File: config.mk
export PLATFORM = sky130hd
export DESIGN_NAME = riscv_frontend
export DESIGN_NICKNAME = d
export VERILOG_FILES = /design/src/verilog/frontend_pkg.sv /design/src/verilog/rv_isa_pkg.sv /design/src/verilog/fetch_if.sv /design/src/verilog/ctrl_decoder.sv /design/src/verilog/id_stage.sv /design/src/verilog/if_stage.sv /design/src/verilog/riscv_frontend.sv
export VERILOG_INCLUDE_DIRS = /design/src /design/src/verilog
export SDC_FILE = /design/constraint.sdc
export NUM_CORES = 1
export LEC_CHECK = 0
export ABC_AREA = 0
export BUFFER_PORTS_ARGS = -buffer_cell sky130_fd_sc_hd__buf_2
export CAP_MARGIN = 20
export CORE_UTILIZATION = 55
export CTS_CLUSTER_DIAMETER = 200
export CTS_CLUSTER_SIZE = 28
export DETAILED_ROUTE_END_ITERATION = 7
export GPL_TIMING_DRIVEN = 0
export PLACE_DENSITY_LB_ADDON = 0.08
export SETUP_SLACK_MARGIN = 0.05
export SYNTH_ARGS = -nofsm -noshare
export SYNTH_HDL_FRONTEND = slang
export SYNTH_SLANG_ARGS = --single-unit
File: constraint.sdc
create_clock -name clk -period 12.4 [get_ports clk]
set_input_delay 3.72 -clock clk [delete_from_list [all_inputs] [get_ports clk]]
set_output_delay 3.72 -clock clk [all_outputs]
set_load 0.05 [all_outputs]
File: src/verilog/frontend_config.svh
`ifndef FRONTEND_CONFIG_SVH
`define FRONTEND_CONFIG_SVH

// machine word width, RV64
`define XLEN 64

// instruction width, no compressed forms
`define ILEN 32

// first fetch address after reset
`define RESET_PC 64'h0000_0000_8000_0000

`endif

File: src/verilog/frontend_pkg.sv
`include "frontend_config.svh"

package frontend_pkg;

	typedef logic [`XLEN-1:0] addr_t;
	typedef logic [`XLEN-1:0] xdata_t;

	// numbering shared with the execute stage, keep in this order
	typedef enum logic [4:0] {
		ALU_ADD, ALU_ADDW, ALU_SLL, ALU_SLLW,
		ALU_SRA, ALU_SRAW, ALU_SRL, ALU_SRLW,
		ALU_AND, ALU_OR, ALU_XOR, ALU_SLT,
		ALU_SLTU, ALU_EQ, ALU_NE, ALU_GE,
		ALU_GEU, ALU_SUB, ALU_SUBW, ALU_MUL,
		ALU_MULH, ALU_MULHU, ALU_MULW, ALU_DIV,
		ALU_DIVU, ALU_DIVW, ALU_DIVUW, ALU_REM,
		ALU_REMU, ALU_REMUW, ALU_REMW, ALU_NONE
	} alu_op_e;

	// first ALU operand
	typedef enum logic [1:0] {
		REG1,
		ZERO,
		PC
	} src1_sel_e;

	// second ALU operand
	typedef enum logic [1:0] {
		REG2,
		IMM,
		FOUR
	} src2_sel_e;

	typedef enum logic {
		RUN,
		WAIT_RESOLVE // branch or jalr in flight
	} fetch_state_e;

endpackage

File: src/verilog/rv_isa_pkg.sv
`include "frontend_config.svh"

package rv_isa_pkg;

	typedef logic [`ILEN-1:0] inst_t;    // one raw instruction word
	typedef logic [4:0]       reg_idx_t; // x0..x31
	typedef logic [2:0]       funct3_t;

	// major opcodes handled by the front end
	typedef enum logic [6:0] {
		OP        = 7'b011_0011,
		OP_32     = 7'b011_1011,
		OP_IMM    = 7'b001_0011,
		OP_IMM_32 = 7'b001_1011,
		LOAD      = 7'b000_0011,
		STORE     = 7'b010_0011,
		BRANCH    = 7'b110_0011,
		JAL       = 7'b110_1111,
		JALR      = 7'b110_0111,
		LUI       = 7'b011_0111,
		AUIPC     = 7'b001_0111
	} opcode_e;

endpackage
File: src/verilog/fetch_if.sv
`timescale 1ns/1ps

// fetch to decode handoff, one instruction per valid/ready transfer
interface fetch_if
	import rv_isa_pkg::*, frontend_pkg::*;
();

	logic  valid;
	logic  ready;
	addr_t pc;
	inst_t inst;

	modport fetch (
		output valid,
		output pc,
		output inst,
		input  ready
	);

	modport decode (
		input  valid,
		input  pc,
		input  inst,
		output ready
	);

endinterface

File: src/verilog/ctrl_decoder.sv
`timescale 1ns/1ps
`include "frontend_config.svh"

module ctrl_decoder
	import rv_isa_pkg::*, frontend_pkg::*;
(
	input  inst_t     inst,
	output reg_idx_t  rs1,
	output reg_idx_t  rs2,
	output reg_idx_t  rd,
	output xdata_t    imm,
	output src1_sel_e src1_sel,
	output src2_sel_e src2_sel,
	output alu_op_e   alu_op,
	output logic      mem_wen,
	output logic      mem_ren,
	output logic      wb_sel,
	output logic      reg_wen,
	output logic      is_jal,
	output logic      needs_resolve,
	output logic      illegal,
	output addr_t     jal_offset
);

	opcode_e opcode;
	funct3_t funct3;
	logic    alt;   // bit 30, sub/sra
	logic    mext;  // bit 25, M extension
	xdata_t  imm_i;
	xdata_t  imm_s;
	xdata_t  imm_b;
	xdata_t  imm_u;
	xdata_t  imm_j;
	logic    known_op;
	logic    mem_wen_raw;
	logic    mem_ren_raw;
	logic    reg_wen_raw;
	logic    jal_raw;
	logic    resolve_raw;

	assign opcode = opcode_e'(inst[6:0]);
	assign funct3 = inst[14:12];
	assign alt    = inst[30];
	assign mext   = inst[25];
	assign rs1    = inst[19:15];
	assign rs2    = inst[24:20];
	assign rd     = inst[11:7];

	assign imm_i = {{(`XLEN-12){inst[31]}}, inst[31:20]};
	assign imm_s = {{(`XLEN-12){inst[31]}}, inst[31:25], inst[11:7]};
	assign imm_b = {{(`XLEN-13){inst[31]}}, inst[31], inst[7], inst[30:25], inst[11:8], 1'b0};
	assign imm_u = {{(`XLEN-32){inst[31]}}, inst[31:12], 12'b0};
	assign imm_j = {{(`XLEN-21){inst[31]}}, inst[31], inst[19:12], inst[20], inst[30:21], 1'b0};

	assign jal_offset = imm_j;

	// format and control selection
	always_comb begin
		imm         = imm_i;
		src1_sel    = REG1;
		src2_sel    = REG2;
		known_op    = 1'b1;
		mem_wen_raw = 1'b0;
		mem_ren_raw = 1'b0;
		wb_sel      = 1'b0;
		reg_wen_raw = 1'b0;
		jal_raw     = 1'b0;
		resolve_raw = 1'b0;
		case (opcode)
			OP, OP_32: begin
				reg_wen_raw = 1'b1;
			end
			OP_IMM, OP_IMM_32, LOAD: begin
				src2_sel    = IMM;
				reg_wen_raw = 1'b1;
				mem_ren_raw = (opcode == LOAD);
				wb_sel      = (opcode == LOAD); // writeback from memory
			end
			STORE: begin
				imm         = imm_s;
				src2_sel    = IMM;
				mem_wen_raw = 1'b1;
			end
			BRANCH: begin
				imm         = imm_b;
				resolve_raw = 1'b1;
			end
			JAL: begin
				imm         = imm_j;
				src1_sel    = PC;
				src2_sel    = FOUR; // link value pc+4
				reg_wen_raw = 1'b1;
				jal_raw     = 1'b1;
			end
			JALR: begin
				src1_sel    = PC;
				src2_sel    = FOUR;
				reg_wen_raw = 1'b1;
				resolve_raw = 1'b1; // target needs rs1, resolved in back end
			end
			LUI: begin
				imm         = imm_u;
				src1_sel    = ZERO;
				src2_sel    = IMM;
				reg_wen_raw = 1'b1;
			end
			AUIPC: begin
				imm         = imm_u;
				src1_sel    = PC;
				src2_sel    = IMM;
				reg_wen_raw = 1'b1;
			end
			default: known_op = 1'b0;
		endcase
	end

	// ALU operation from funct3, bit 30 and bit 25
	always_comb begin
		alu_op = ALU_NONE;
		case (opcode)
			OP: begin
				if (mext && !alt) begin
					case (funct3)
						3'b000: alu_op = ALU_MUL;
						3'b001: alu_op = ALU_MULH;
						3'b011: alu_op = ALU_MULHU;
						3'b100: alu_op = ALU_DIV;
						3'b101: alu_op = ALU_DIVU;
						3'b110: alu_op = ALU_REM;
						3'b111: alu_op = ALU_REMU;
						default: alu_op = ALU_NONE; // mulhsu not supported
					endcase
				end else if (!mext) begin
					case (funct3)
						3'b000: alu_op = alt ? ALU_SUB : ALU_ADD;
						3'b101: alu_op = alt ? ALU_SRA : ALU_SRL;
						3'b001: alu_op = alt ? ALU_NONE : ALU_SLL;
						3'b010: alu_op = alt ? ALU_NONE : ALU_SLT;
						3'b011: alu_op = alt ? ALU_NONE : ALU_SLTU;
						3'b100: alu_op = alt ? ALU_NONE : ALU_XOR;
						3'b110: alu_op = alt ? ALU_NONE : ALU_OR;
						3'b111: alu_op = alt ? ALU_NONE : ALU_AND;
						default: alu_op = ALU_NONE;
					endcase
				end
			end
			OP_32: begin
				if (mext && !alt) begin
					case (funct3)
						3'b000: alu_op = ALU_MULW;
						3'b100: alu_op = ALU_DIVW;
						3'b101: alu_op = ALU_DIVUW;
						3'b110: alu_op = ALU_REMW;
						3'b111: alu_op = ALU_REMUW;
						default: alu_op = ALU_NONE;
					endcase
				end else if (!mext) begin
					case (funct3)
						3'b000: alu_op = alt ? ALU_SUBW : ALU_ADDW;
						3'b001: alu_op = alt ? ALU_NONE : ALU_SLLW;
						3'b101: alu_op = alt ? ALU_SRAW : ALU_SRLW;
						default: alu_op = ALU_NONE;
					endcase
				end
			end
			OP_IMM: begin
				case (funct3)
					3'b000: alu_op = ALU_ADD;
					3'b001: alu_op = ALU_SLL;
					3'b010: alu_op = ALU_SLT;
					3'b011: alu_op = ALU_SLTU;
					3'b100: alu_op = ALU_XOR;
					3'b101: alu_op = alt ? ALU_SRA : ALU_SRL;
					3'b110: alu_op = ALU_OR;
					3'b111: alu_op = ALU_AND;
					default: alu_op = ALU_NONE;
				endcase
			end
			OP_IMM_32: begin
				case (funct3)
					3'b000: alu_op = ALU_ADDW;
					3'b001: alu_op = ALU_SLLW;
					3'b101: alu_op = alt ? ALU_SRAW : ALU_SRLW;
					default: alu_op = ALU_NONE;
				endcase
			end
			BRANCH: begin
				case (funct3)
					3'b000: alu_op = ALU_EQ;
					3'b001: alu_op = ALU_NE;
					3'b100: alu_op = ALU_SLT;  // blt
					3'b101: alu_op = ALU_GE;
					3'b110: alu_op = ALU_SLTU; // bltu
					3'b111: alu_op = ALU_GEU;
					default: alu_op = ALU_NONE;
				endcase
			end
			LOAD, STORE, JAL, JALR, LUI, AUIPC: alu_op = ALU_ADD;
			default: alu_op = ALU_NONE;
		endcase
	end

	assign illegal       = !known_op || (alu_op == ALU_NONE);
	assign mem_wen       = mem_wen_raw && !illegal;
	assign mem_ren       = mem_ren_raw && !illegal;
	assign reg_wen       = reg_wen_raw && !illegal;
	assign is_jal        = jal_raw && !illegal;
	assign needs_resolve = resolve_raw && !illegal; // illegal falls through at pc+4

endmodule

File: src/verilog/id_stage.sv
`timescale 1ns/1ps

module id_stage
	import rv_isa_pkg::*, frontend_pkg::*;
(
	input  logic      clk,
	input  logic      reset,
	fetch_if.decode   fetch,
	output logic      jump_valid,
	output logic      wait_resolve,
	output addr_t     jump_pc,
	input  logic      out_ready,
	output logic      out_valid,
	output addr_t     out_pc,
	output inst_t     out_inst,
	output reg_idx_t  rs1,
	output reg_idx_t  rs2,
	output reg_idx_t  rd,
	output xdata_t    imm,
	output src1_sel_e src1_sel,
	output src2_sel_e src2_sel,
	output alu_op_e   alu_op,
	output logic      mem_wen,
	output logic      mem_ren,
	output logic      wb_sel,
	output logic      reg_wen,
	output logic      illegal
);

	reg_idx_t  dec_rs1;
	reg_idx_t  dec_rs2;
	reg_idx_t  dec_rd;
	xdata_t    dec_imm;
	src1_sel_e dec_src1_sel;
	src2_sel_e dec_src2_sel;
	alu_op_e   dec_alu_op;
	logic      dec_mem_wen;
	logic      dec_mem_ren;
	logic      dec_wb_sel;
	logic      dec_reg_wen;
	logic      dec_is_jal;
	logic      dec_needs_resolve;
	logic      dec_illegal;
	addr_t     dec_jal_offset;
	logic      transfer;

	ctrl_decoder ctrl_decoder_i (
		.inst          (fetch.inst),
		.rs1           (dec_rs1),
		.rs2           (dec_rs2),
		.rd            (dec_rd),
		.imm           (dec_imm),
		.src1_sel      (dec_src1_sel),
		.src2_sel      (dec_src2_sel),
		.alu_op        (dec_alu_op),
		.mem_wen       (dec_mem_wen),
		.mem_ren       (dec_mem_ren),
		.wb_sel        (dec_wb_sel),
		.reg_wen       (dec_reg_wen),
		.is_jal        (dec_is_jal),
		.needs_resolve (dec_needs_resolve),
		.illegal       (dec_illegal),
		.jal_offset    (dec_jal_offset)
	);

	assign fetch.ready  = !out_valid || out_ready; // slot empty or draining
	assign transfer     = fetch.valid && fetch.ready;
	assign jump_valid   = transfer && dec_is_jal;
	assign jump_pc      = fetch.pc + dec_jal_offset;
	assign wait_resolve = transfer && dec_needs_resolve;

	// control state, cleared whenever the slot empties
	always_ff @(posedge clk) begin
		if (reset) begin
			out_valid <= 1'b0;
			mem_wen   <= 1'b0;
			mem_ren   <= 1'b0;
			reg_wen   <= 1'b0;
			illegal   <= 1'b0;
		end else if (fetch.ready) begin
			out_valid <= fetch.valid;
			mem_wen   <= fetch.valid && dec_mem_wen;
			mem_ren   <= fetch.valid && dec_mem_ren;
			reg_wen   <= fetch.valid && dec_reg_wen;
			illegal   <= fetch.valid && dec_illegal;
		end
	end

	// payload, loaded on a transfer only
	always_ff @(posedge clk) begin
		if (transfer) begin
			out_pc   <= fetch.pc;
			out_inst <= fetch.inst;
			rs1      <= dec_rs1;
			rs2      <= dec_rs2;
			rd       <= dec_rd;
			imm      <= dec_imm;
			src1_sel <= dec_src1_sel;
			src2_sel <= dec_src2_sel;
			alu_op   <= dec_alu_op;
			wb_sel   <= dec_wb_sel;
		end
	end

endmodule

File: src/verilog/if_stage.sv
`timescale 1ns/1ps
`include "frontend_config.svh"

module if_stage
	import rv_isa_pkg::*, frontend_pkg::*;
(
	input  logic   clk,
	input  logic   reset,
	fetch_if.fetch fetch,
	output addr_t  imem_addr,
	input  inst_t  imem_rdata,
	input  logic   jump_valid,
	input  logic   wait_resolve,
	input  addr_t  jump_pc,
	input  logic   resolve_valid,
	input  addr_t  resolve_pc
);

	fetch_state_e state_q;
	fetch_state_e state_d;
	addr_t        pc_q;
	addr_t        pc_d;
	logic         transfer;

	assign imem_addr   = pc_q;
	assign fetch.valid = (state_q == RUN); // no fetch while waiting for resolve
	assign fetch.pc    = pc_q;
	assign fetch.inst  = imem_rdata; // combinational memory port
	assign transfer    = fetch.valid && fetch.ready;

	always_comb begin
		state_d = state_q;
		pc_d    = pc_q;
		case (state_q)
			RUN: begin
				if (transfer) begin
					if (wait_resolve) begin
						state_d = WAIT_RESOLVE; // pc kept, overwritten on resolve
					end else if (jump_valid) begin
						pc_d = jump_pc; // jal target, no bubble
					end else begin
						pc_d = pc_q + 64'd4;
					end
				end
			end
			WAIT_RESOLVE: begin
				if (resolve_valid) begin
					pc_d    = resolve_pc;
					state_d = RUN;
				end
			end
			default: state_d = RUN;
		endcase
	end

	always_ff @(posedge clk) begin
		if (reset) begin
			state_q <= RUN;
			pc_q    <= `RESET_PC;
		end else begin
			state_q <= state_d;
			pc_q    <= pc_d;
		end
	end

endmodule

File: src/verilog/riscv_frontend.sv
`timescale 1ns/1ps

module riscv_frontend
	import rv_isa_pkg::*, frontend_pkg::*;
(
	input  logic      clk,
	input  logic      reset,
	output addr_t     imem_addr,
	input  inst_t     imem_rdata,
	input  logic      resolve_valid,
	input  addr_t     resolve_pc,
	output logic      out_valid,
	input  logic      out_ready,
	output addr_t     out_pc,
	output inst_t     out_inst,
	output reg_idx_t  rs1,
	output reg_idx_t  rs2,
	output reg_idx_t  rd,
	output xdata_t    imm,
	output src1_sel_e src1_sel,
	output src2_sel_e src2_sel,
	output alu_op_e   alu_op,
	output logic      mem_wen,
	output logic      mem_ren,
	output logic      wb_sel,
	output logic      reg_wen,
	output logic      illegal
);

	logic  jump_valid;
	logic  wait_resolve;
	addr_t jump_pc;

	fetch_if fetch_bus ();

	if_stage if_stage_i (
		.clk           (clk),
		.reset         (reset),
		.fetch         (fetch_bus.fetch),
		.imem_addr     (imem_addr),
		.imem_rdata    (imem_rdata),
		.jump_valid    (jump_valid),
		.wait_resolve  (wait_resolve),
		.jump_pc       (jump_pc),
		.resolve_valid (resolve_valid),
		.resolve_pc    (resolve_pc)
	);

	id_stage id_stage_i (
		.clk          (clk),
		.reset        (reset),
		.fetch        (fetch_bus.decode),
		.jump_valid   (jump_valid),
		.wait_resolve (wait_resolve),
		.jump_pc      (jump_pc),
		.out_ready    (out_ready),
		.out_valid    (out_valid),
		.out_pc       (out_pc),
		.out_inst     (out_inst),
		.rs1          (rs1),
		.rs2          (rs2),
		.rd           (rd),
		.imm          (imm),
		.src1_sel     (src1_sel),
		.src2_sel     (src2_sel),
		.alu_op       (alu_op),
		.mem_wen      (mem_wen),
		.mem_ren      (mem_ren),
		.wb_sel       (wb_sel),
		.reg_wen      (reg_wen),
		.illegal      (illegal)
	);

endmodule

# [Word level (Yosys, flattened, before mapping)]
# Index checks and enable logic that the tools add are counted.
[word_totals] ff_bits=223 out_inout_bits=254
[classes] addsub=2 n_eq_ne=22 n_mux=41 n_bitwise=1 n_reduce_logical=30
[ops] operator="$mux 64" n=4
[ops] operator="$pmux 64 s2" n=1
[ops] operator="$pmux 31 s4" n=1
[ops] operator="$pmux 5 s8" n=2
[ops] operator="$mux 5" n=13
[ops] operator="$add 64x3->64 const B" n=1
[ops] operator="$add 64x64->64" n=1
[ops] operator="$pmux 5 s6" n=2
[ops] operator="$pmux 5 s3" n=2
[ops] operator="$eq 7x6->1 const B" n=4
[ops] operator="$pmux 4 s7" n=1
[ops] operator="$eq 7x5->1 const B" n=3
[ops] operator="$eq 7x7->1 const B" n=3
[ops] operator="$pmux 4 s5" n=1
[ops] operator="$logic_and 1x1->1" n=13
[ops] operator="$eq 3x3->1 const B" n=4
[ops] operator="$reduce_or 6->1" n=2
[ops] operator="$reduce_or 11->1" n=1
[ops] operator="$mux 1" n=9
[ops] operator="$reduce_or 9->1" n=1
[ops] operator="$pmux 2 s2" n=2
[ops] operator="$eq 7x2->1 const B" n=1
[ops] operator="$eq 3x2->1 const B" n=2
[ops] operator="$ne 2x2->1 const B" n=3
[ops] operator="other kinds (11)" n=19

# [Logic depth before layout (Yosys ltp)]
# Gate-level depths: netlist of the first run.
[logic_depth] word_depth=14 depth_mapped=15 depth_no_buf=13

# [Hierarchy]
# From an unflattened synthesis of the first run, not the netlist that was laid out.
[unflattened] hier_cells=1824 hier_area_um2=17082.6
[by_module_without_submodules] module="id_stage" instances=1 cells_per_inst=772 area_each_um2=9557.9
[by_module_without_submodules] module="if_stage" instances=1 cells_per_inst=748 area_each_um2=5452.7
[by_module_without_submodules] module="ctrl_decoder" instances=1 cells_per_inst=304 area_each_um2=2072.0

# [Worst setup path after synthesis of the first run]
# Ideal clock, no wire load.
[synth_timing] path_kind="input to register" from="in out_ready" to="reg if_stage_i.pc_q[3] (netlist: if_stage_i.fetch.pc[3])" setup_ps=71 t_arrival_ps=11352 t_required_ps=12329 slack_ps=978 stages=9 n_path_buf=3 cell_sequence="nor2b_1 -> clkbuf_1 -> nor2_1 -> nand3_1 -> clkbuf_1 -> clkbuf_1 -> o311ai_0 -> o211ai_1 -> a21oi_1"
[synth_via] elab_chain_len=7
[synth_lines] element="start: declaration" line_no="riscv_frontend.sv:13" text="input logic out_ready,"
[synth_lines] element="$logic_or 1x1->1 (*)" line_no="id_stage.sv:66" text="assign fetch.ready = !out_valid || out_ready;"
[synth_lines] element="$logic_and 1x1->1 (*)" line_no="id_stage.sv:67" text="assign transfer = fetch.valid && fetch.ready;"
[synth_lines] element="via id_stage_i.transfer" line_no="id_stage.sv:45" text="logic transfer;"
[synth_lines] element="$logic_and 1x1->1" line_no="id_stage.sv:68" text="assign jump_valid = transfer && dec_is_jal;"
[synth_lines] element="$mux 64" line_no="if_stage.sv:39" text="end else if (jump_valid) begin"
[synth_lines] element="$mux 64" line_no="if_stage.sv:37" text="if (wait_resolve) begin"
[synth_lines] element="$mux 64" line_no="if_stage.sv:36" text="if (transfer) begin"
[synth_lines] element="$pmux 64 s2" line_no="if_stage.sv:34" text="case (state_q)"
[synth_lines] element="end signal: assignment" line_no="if_stage.sv:59" text="pc_q <= `RESET_PC;"
[synth_lines] element="end signal: assignment" line_no="if_stage.sv:62" text="pc_q <= pc_d;"
[synth_lines] element="end: declaration" line_no="if_stage.sv:21" text="addr_t pc_q;"
# Mark *: on every way through the listed nets, which the timed path passes. The rest lies on a longest branch. The select of a mux whose other input is x is not followed.
# A chain may end at the register's enable or synchronous reset.

# [Worst setup path after layout of the first run]
[layout_timing] from="in imem_rdata[31]" to="reg if_stage_i.pc_q[62] (netlist: if_stage_i.fetch.pc[62])"
[layout_via] elab_chain_len=5
[layout_lines] element="start: declaration" line_no="riscv_frontend.sv:9" text="input inst_t imem_rdata,"
[layout_lines] element="$add 64x64->64" line_no="id_stage.sv:69" text="assign jump_pc = fetch.pc + dec_jal_offset;"
[layout_lines] element="$mux 64" line_no="if_stage.sv:39"
[layout_lines] element="$mux 64" line_no="if_stage.sv:37"
[layout_lines] element="$mux 64" line_no="if_stage.sv:36"
[layout_lines] element="$pmux 64 s2" line_no="if_stage.sv:34"
# Every way passes these cells. The select of a mux whose other input is x is not followed.

==> results of run 1 <==
[per-layer routing]
layer / routed length (um) / global-route usage, % / vias to the layer above
li1: - / - / 6567
met1: 19900 / 48.3 / 6841
met2: 23700 / 61.5 / 843
met3: 4490 / 5.49 / 153
met4: 2070 / 17.0 / 0
met5: 0 / 0 / -
[kinds of logic (layout without fill, tap and decap cells)]
logic type	count (synthesis)	in the layout	synth area share, %
other	0	3	0
muxes	7	7	0.515
DFF	207	207	39.1
and+or+nand+nor	516	516	18.1
adders and majority gates	65	65	5.81
AOI/OAI and AO/OA	485	485	23.2
xor gates and xnor gates	107	107	6.65
buffers and inverters	181	556	6.53
[metrics by stage]
stage	util (%)	worst slack (ns)	TNS (ns)	hold WS (ns)
2_1_floorplan	-	0.978	0	0.679
3_3_place_gp	64.6	-2.88	-195.16	0.467
3_5_place_dp	65.0	4.09	0	0.469
4_1_cts	66.2	4.58	0	0.498
5_1_grt	66.3	4.70	0	0.518
6_report	66.4	4.77	0	0.501
[cell type report]
type,instances,share of cell area [%]
Tap cell,330,2.47
Sequential cell,207,33.0
Inverter,35,0.786
Clock buffer,16,1.76
Timing Repair Buffer,358,11.2
Buffer,146,4.72
Multi-Input combinational cell,1180,45.9
Antenna cell,3,0.0449
Clock inverter,1,0.120
[layout by cell type (no fill, tap or decap), drive strengths merged, types with 6 or more instances in the layout]
cell     synthesis  final
buf             73    431
edfxtp         137    137
nor2           137    137
a21oi          125    125
nand2          122    122
clkbuf          73     89
o21ai           74     74
dfxtp           70     70
a211oi          66     66
ha              63     63
xnor2           62     62
nor3            62     62
a21o            59     59
nand3           45     45
xor2            45     45
inv             34     35
a31oi           32     32
nand4           31     31
and3            20     20
and4            18     18
nor2b           16     16
nand2b          15     15
o31ai           12     12
o21a            12     12
or3             12     12
o22ai           11     11
and2             9      9
o211ai           9      9
a22o             8      8
nor4             7      7
o221ai           7      7
nand3b           7      7
a221oi           7      7
o2111ai          6      6
a211o            6      6
[path summary, 6_finish.rpt]
| path | startpoint | cells after the start | endpoint | slack (ns) |
|---|---|---|---|---|
| worst max register to register | if_stage_i.fetch.pc[2] | 12 | if_stage_i.fetch.pc[63] | 8.02 |
| worst min register to register | id_stage_i.mem_wen | 2 | id_stage_i.mem_wen | 0.50 |
| worst max-delay path | imem_rdata[31] | 14 | if_stage_i.fetch.pc[62] | 4.77 |
| worst min-delay path | id_stage_i.mem_wen | 2 | id_stage_i.mem_wen | 0.50 |
[worst min-delay path, stage by stage (launching register included)]
cell and delay, ns:
dfxtp_1 0.34, a21oi_1 0.06, nor2_1 0.07
[where the power goes]
group / internal [mW] / switching, mW / total, mW / leakage, nW
combinational: 0.166 / 0.421 / 0.588 / 5.10
sequential: 0.784 / 0.0363 / 0.820 / 2.01
clock: 0.172 / 0.241 / 0.414 / 0.151
[sequential cells by signal, indices dropped and copies added (netlist names), 2 cells and up]
register / flops
if_stage_i.fetch.pc: 64
id_stage_i.rs2: 4
id_stage_i.out_inst: 20
id_stage_i.alu_op: 5
id_stage_i.rd: 4
id_stage_i.imm: 31
id_stage_i.src2_sel: 2
id_stage_i.out_pc: 64
id_stage_i.src1_sel: 2
id_stage_i.rs1: 4
==> results.txt, run 1 <==
Status: finished clean
Die Height: 162 um
Syn Nets: 1732
RSZ-0062 raised after global routing: no
Worst path buffer plus inverter count: 3
Area leader, netlist: edfxtp_1
Clk slew on worst S/H paths: 0.12 ns
CTS root buf: clkbuf_16
Share of the yosys chip area belonging to registers: 39.1%
Slew Viols, Final: 0
Fraction of registers with async set/reset: 0%
Inst Count DP: 2255
Power Dens Cells: 109 nW/um^2
First-pass GRT wire length: 75.4 mm
Drt drc: 0
Worst Setup End Kind: flop
Row count: 58
Ports: 354
Final wirelength: 50.1 mm
Grt ovf: 0
IO Port Bufs: 353
Maximum vdd drop: 0.118 mV
CTS hold repair buffers: 0
Synth top cells by count: edfxtp_1 (137), nor2_1 (137), a21oi_1 (125), nand2_1 (122), clkbuf_1 (73)
Worst endpoint required time: 12.80 ns
Final Instance Area: 16700 um^2
Post-synthesis cell count: 1568
Layout area overhead: 18.6%
Hold Crit Class: flop to flop
Crit path kind: primary input to flop
Routed length per instance: 22.0 um
Multi-input logic area: 7660 um^2
Ys flop type: edfxtp_1
F_max: 131 MHz
CTS resizes: 0
Antenna violations before repair: 2
Post-DP Area: 16400 um^2
Max Buffers Root-to-Sink: 3
Layout Cells excl Fill: 2276
Die ar.: 26300 um^2
Max cap viols: 0
Synth area leaders: edfxtp_1 (29%), dfxtp_1 (9.9%), ha_1 (5.6%)
Crit-path max FO: 38
Worst slew pin tran: 1.01 ns
Worst path slowest cell: nor4b_1
Die X-Extent: 162 um
Initial Util: 56.0%
Vias: 14404
Post-route ant nets: 0
Mapped Area: 14100 um^2
Initial DRT Pass Iterations: 6
Post-CTS setup buffer count: 0
CP Launch Type: primary input
Fin nets: 2103
Core area: 25200 um^2
Area occupied by registers: 5520 um^2
Fin crit period: 7.63 ns
Post-synth EDFFs: 137
CTS Buf Count: 11
Arr. time, crit path: 8.03 ns
Final hold viol count: 0
Fraction of the cycle the final worst path needs: 61.5%
Worst-path cell chain: buf_2 -> buf_12 -> ha_1 -> clkbuf_1 -> nand4_1 -> nor4b_1 -> o2111ai_1 -> a31oi_1 -> a211oi_1 -> o221ai_1 -> a21oi_1 -> o21ai_1 -> o31ai_1 -> a221oi_1
Syn Area/Cell: 8.99 um^2
Share of cells above drive strength 1: 24.0%
Dpl hpwl: 38.1 mm
TritonCTS clock tree: yes
Fillers: 2101
Setup Skew: 0.0233 ns
Leakage: 7.26 nW
CP delay by family, top: compound AO/OA/AOI/OAI gates
H-Tree Depth: 1
Post-synth top area share: 29.2%
Vias per cell: 6.33
Clk sink count: 207
Total power: 1.82 mW
Worst slew margin: 32.9%
GRT Total Usage: 37.3%
Detailed Route Iter0 Violations: 1311
Yosys cell types: 87
Yosys warning total: 0
Clk_lat worst skew: 0.51 ns
Final GP Congestion: 0.960
CP peak stage delay: 0.85 ns
Yosys reg bits: 207
Largest net degree at the start of global routing: 47
Vias in the first global route: 13080
Setup-failing EPs final: 0
Power figures use the tool's default switching activity.
==> inputs of run 2 (changes only) <==
--- a/config.mk
+++ b/config.mk
@@ -9,7 +9,7 @@
 export ABC_AREA = 0
 export BUFFER_PORTS_ARGS = -buffer_cell sky130_fd_sc_hd__buf_2
 export CAP_MARGIN = 20
-export CORE_UTILIZATION = 55
+export CORE_UTILIZATION = 49
 export CTS_CLUSTER_DIAMETER = 200
 export CTS_CLUSTER_SIZE = 28
 export DETAILED_ROUTE_END_ITERATION = 7
==> constraint.sdc (replaced) <==
create_clock -name clk -period 7 [get_ports clk]
set_input_delay 2.1 -clock clk [delete_from_list [all_inputs] [get_ports clk]]
set_output_delay 2.1 -clock clk [all_outputs]
set_load 0.05 [all_outputs]
==> run 2 against run 1 <==
  * Non-clock buffer count unchanged
  * Sequential power rose by 77%
  * Sequential cell count unchanged
  * Utilization decreased by 6.5 points
  * Count of clock-buffer cells in the layout is the same
  * Global-route usage decreased by 3.6 points
  * Clock power rose by 75%
  * Worst setup slack worse by 3.6 ns
  * Largest cell class unchanged
  * Highest routed layer unchanged
==> results.txt, run 2 (synthesis results as in run 1) <==
H-Tree Depth: 1
Drt drc: 0
Power Dens Cells: 192 nW/um^2
CTS resizes: 0
Grt ovf: 0
Fraction of the cycle the final worst path needs: 83.3%
IO Port Bufs: 353
Worst Hold Launch: if_stage_i.fetch.pc[0]
First-pass GRT wire length: 74.9 mm
Worst slew pin tran: 0.990 ns
Layout area overhead: 19.0%
Worst Setup End Kind: flop
Vias: 14069
Maximum vdd drop: 0.224 mV
Commonest cells after routing, fill and taps aside: buf_2 (366), edfxtp_1 (137), nor2_1 (136)
Row count: 61
Critical R2R Capture: if_stage_i.fetch.pc[63]
CP peak stage delay: 0.50 ns
Post-route ant nets: 0
Worst-path cell chain: buf_2 -> buf_12 -> ha_1 -> clkbuf_1 -> a21o_1 -> a21o_1 -> a311oi_1 -> o221ai_1 -> a211oi_1 -> o221ai_1 -> a21oi_1 -> o21ai_1 -> o31ai_1 -> a221oi_1
TritonCTS clock tree: yes
Die ar.: 29400 um^2
Slew Viols, Final: 0
Clk sink count: 207
Leakage: 7.26 nW
CTS root buf: clkbuf_16
Worst path slowest cell: a211oi_1
Core area: 28000 um^2
Final GP Congestion: 0.962
Clk_lat worst skew: 0.51 ns
Post-CTS setup buffer count: 0
Fin nets: 2103
Max Buffers Root-to-Sink: 3
Clk slew on worst S/H paths: 0.11 ns
Launch point of the worst reg-to-reg path: if_stage_i.fetch.pc[2]
Final wirelength: 51.1 mm
GRT Total Usage: 33.7%
Routed length per instance: 22.0 um
Hold Path Sink: if_stage_i.fetch.pc[0]
Core Util, Final: 59.9%
Crit path kind: primary input to flop
Status: finished clean
Setup Skew: 0.0341 ns
Hold Crit Class: flop to flop
Worst path buffer plus inverter count: 3
Max cap viols: 0
Arr. time, crit path: 6.17 ns
Hold Path Cell Cnt: 2
Largest net degree at the start of global routing: 47
Die Height: 172 um
Fillers: 2552
RSZ-0062 raised after global routing: no
Dpl hpwl: 38.8 mm
Antenna violations before repair: 4
CP delay by family, top: compound AO/OA/AOI/OAI gates
CP Launch Type: primary input
Fin crit period: 5.83 ns
Share of cells above drive strength 1: 24.0%
F_max: 171 MHz
CTS hold repair buffers: 0
CTS Buf Count: 11
Setup-failing EPs final: 0
Vias in the first global route: 12859
Reg2reg path depth: 12
Initial Util: 50.3%
Commonest non-fill, non-tap cell in the layout: buf_2
R2R setup slack: 2.60 ns
Vias per cell: 6.05
Total power: 3.21 mW
Worst slew margin: 33.3%
Ports: 354
Worst endpoint required time: 7.34 ns
Crit-path max FO: 34
Die X-Extent: 172 um
Final hold viol count: 0
Detailed Route Iter0 Violations: 1423
Initial DRT Pass Iterations: 6
-- run 2: cell types whose count changed in the layout (fill, tap and decap cells not counted), sizes merged --
cell / previous run / this run
diode: 3 / 5
-- run 2: metal layers --
layer / global-route usage, % / routed length [um] / share of wire, % / vias up
met5: 0 / 0 / 0 / -
met4: 13.0 / 1870 / 3.7 / 0
met3: 4.35 / 4340 / 8.5 / 123
met2: 55.9 / 23800 / 47 / 729
met1: 44.4 / 21100 / 41 / 6635
li1: - / - / - / 6582
-- run 2: power breakdown --
group          internal (mW)  leakage, nW  total (mW)  switching (mW)
clock                  0.305        0.151       0.724           0.419
sequential              1.39         2.01        1.45          0.0631
combinational          0.294         5.09        1.04           0.745
total                   1.99         7.26        3.21            1.23
-- run 2: cell type report --
cell class | instances | area [um^2] | area share [%]
clock buffer | 16 | 294 | 1.75
tap | 378 | 473 | 2.82
antenna | 5 | 12.5 | 0.0746
timing repair buffer | 358 | 1870 | 11.1
inverter | 35 | 131 | 0.784
sequential | 207 | 5520 | 32.9
clock inverter | 1 | 20.0 | 0.119
buffer | 146 | 790 | 4.71
multi-input combinational | 1180 | 7660 | 45.7
-- run 2: how the worst max path moves through the flow --
stage | slack, ns | start | to | depth (start not counted)
after floorplan | 1.25 | out_ready | if_stage_i.fetch.pc[3] | 9
after CTS | 0.87 | imem_rdata[31] | if_stage_i.fetch.pc[62] | 13
after global routing | 1.11 | imem_rdata[31] | if_stage_i.fetch.pc[62] | 14
after global placement | -0.84 | out_ready | if_stage_i.fetch.pc[50] | 10
after detailed placement | 0.35 | imem_rdata[31] | if_stage_i.fetch.pc[62] | 13
final | 1.17 | imem_rdata[31] | if_stage_i.fetch.pc[62] | 14
-- run 2: worst min-delay path, cell delays in order (launching register included) --
cell	delay [ns]
dfxtp_1	0.35
nand2_1	0.06
a21oi_1	0.05
-- run 2: stage by stage --
stage                     instances  setup WS, ns  hold WS, ns  setup TNS, ns  instance area (um^2)
final                          2326          1.17        0.498              0                 16800
after global routing           2325          1.11        0.518              0                 16800
after CTS                      2320         0.872        0.501              0                 16700
after detailed placement       2303         0.350        0.468              0                 16400
after global placement         2299        -0.844        0.468         -17.21                 16300
after floorplan                1568          1.25        0.679              0                 14100
==> inputs of run 3 (changes only) <==
==> constraint.sdc (replaced) <==
create_clock -name clk -period 4.75 [get_ports clk]
set_input_delay 1.425 -clock clk [delete_from_list [all_inputs] [get_ports clk]]
set_output_delay 1.425 -clock clk [all_outputs]
set_load 0.05 [all_outputs]
==> run 3 against run 2 <==
  * Sequential share of layout area fell by 0.52 points
  * Combinational power rose by 49%
  * Hold slack got worse by 0.021 ns
  * Routed wire length fell by 1.2%
  * Global-route usage fell by 0.52 points
  * Final cell count fell by 0.17%
  * Final area rose by 1.6%
  * Largest power group unchanged
  * Register-to-register slack got worse by 1.8 ns
==> results.txt, run 3 (synthesis results as in run 1) <==
Leakage: 7.36 nW
CP Launch Type: primary input
Total power: 4.75 mW
RSZ-0062 raised after global routing: no
Worst slew pin tran: 1.02 ns
Vias in the first global route: 12562
Grt ovf: 0
Launch point of the worst reg-to-reg path: if_stage_i.fetch.pc[2]
Final hold viol count: 0
Detailed Route Iter0 Violations: 1477
Power Dens Cells: 279 nW/um^2
Fin nets: 2103
Vias: 14166
Worst Setup End Kind: flop
Vias per cell: 6.10
Critical path origin: imem_rdata[31]
Commonest cells after routing, fill and taps aside: buf_2 (364), edfxtp_1 (137), nor2_1 (134)
Hold Crit Class: flop to flop
IO Port Bufs: 353
Core area: 28000 um^2
GRT Total Usage: 33.2%
F_max: 218 MHz
Setup-failing EPs final: 0
Core Util, Final: 60.8%
Setup TNS: 0 ns
R2R setup slack: 0.84 ns
Row count: 61
Setup Skew: 0.0367 ns
Status: finished clean
Commonest non-fill, non-tap cell in the layout: buf_2
Clk sink count: 207
Die ar.: 29400 um^2
Die Height: 172 um
CTS root buf: clkbuf_16
Max Buffers Root-to-Sink: 3
Ports: 354
Drt drc: 0
H-Tree Depth: 1
Die X-Extent: 172 um
Share of cells above drive strength 1: 26.4%
Reg2reg path depth: 12
Initial Util: 50.3%
Hold WS: 0.477 ns
Fraction of the cycle the final worst path needs: 96.5%
Post-route ant nets: 0
TritonCTS clock tree: yes
Dpl hpwl: 38.4 mm
Final wirelength: 50.5 mm
Final setup margin: 0.165 ns
Clk slew on worst S/H paths: 0.11 ns
Routed length per instance: 21.8 um
Largest net degree at the start of global routing: 47
Worst endpoint required time: 5.09 ns
Critical R2R Capture: if_stage_i.fetch.pc[63]
CTS Buf Count: 11
Clk_lat worst skew: 0.51 ns
Max cap viols: 0
CP Capture Point: if_stage_i.fetch.pc[62]
Setup WS pre-CTS: -1.19 ns
Crit path kind: primary input to flop
Final GP Congestion: 0.979
Antenna violations before repair: 1
Initial DRT Pass Iterations: 6
Worst slew margin: 31.8%
Crit-path max FO: 46
Maximum vdd drop: 0.216 mV
First-pass GRT wire length: 74.0 mm
Slew Viols, Final: 0
Fin crit period: 4.58 ns
Layout area overhead: 20.9%
Arr. time, crit path: 4.92 ns
==> run 3: cell types whose count changed in the layout (fill, tap and decap cells not counted), sizes merged <==
cell    delta
diode      -4
clkbuf     +1
buf        -1
==> run 3: repair_timing <==
item / 4_1_cts / 5_1_grt
buffers inserted: 0 / 1
pin swaps: 0 / 1
gates resized for setup: 4 / 9
hold buffers: 0 / 0
endpoints found under the setup margin: 15 / 8
==> run 3: worst min path at each step <==
stage | to | cells past startpoint | start | slack [ns]
2_1_floorplan | if_stage_i.fetch.pc[0] | 2 | if_stage_i.fetch.pc[0] | 0.68
3_3_place_gp | id_stage_i.out_pc[0] | 0 | if_stage_i.fetch.pc[0] | 0.45
3_5_place_dp | id_stage_i.out_pc[0] | 0 | if_stage_i.fetch.pc[0] | 0.45
4_1_cts | id_stage_i.out_pc[0] | 0 | if_stage_i.fetch.pc[0] | 0.48
5_1_grt | id_stage_i.out_pc[0] | 0 | if_stage_i.fetch.pc[0] | 0.49
6_report | id_stage_i.out_pc[0] | 0 | if_stage_i.fetch.pc[0] | 0.48
==> run 3: power breakdown <==
| group | leakage [nW] | switching (mW) | internal [mW] |
|---|---|---|---|
| registers | 2.01 | 0.0952 | 2.05 |
| logic | 5.19 | 1.11 | 0.447 |
| clock network | 0.151 | 0.612 | 0.449 |
==> run 3: layer usage <==
layer | up-vias | wire [um] | share of wire, % | global-route usage [%]
li1 | 6594 | - | - | -
met1 | 6765 | 21800 | 43 | 45.1
met2 | 708 | 23500 | 46 | 54.8
met3 | 99 | 3700 | 7.3 | 3.45
met4 | 0 | 1600 | 3.2 | 11.3
met5 | - | 0 | 0 | 0
==> run 3: layout make-up <==
| class | count | area, um^2 |
|---|---|---|
| clock inverters | 1 | 20.0 |
| plain buffers | 146 | 885 |
| well taps | 378 | 473 |
| fillers | 2515 | 11000 |
| clock buffers | 16 | 294 |
| repair buffers | 358 | 1860 |
| inverters | 35 | 131 |
| flip-flops and latches | 207 | 5520 |
| multi-input cells | 1180 | 7850 |
| diodes | 1 | 2.50 |
==> run 3: through the flow <==
step	area, um^2	std cells
2_1_floorplan	14300	1568
3_3_place_gp	16600	2299
3_5_place_dp	16700	2303
4_1_cts	17000	2320
5_1_grt	17000	2322
6_report	17000	2322
==> run 3: critical path: stages <==
cell	delay, ns
clkbuf_8	0.36
ha_1	0.33
clkbuf_1	0.18
a21o_1	0.23
a21o_1	0.18
a311oi_1	0.42
o221ai_1	0.26
a211oi_2	0.35
o221ai_1	0.28
a21oi_2	0.32
o21ai_2	0.14
o31ai_1	0.26
a221oi_1	0.13
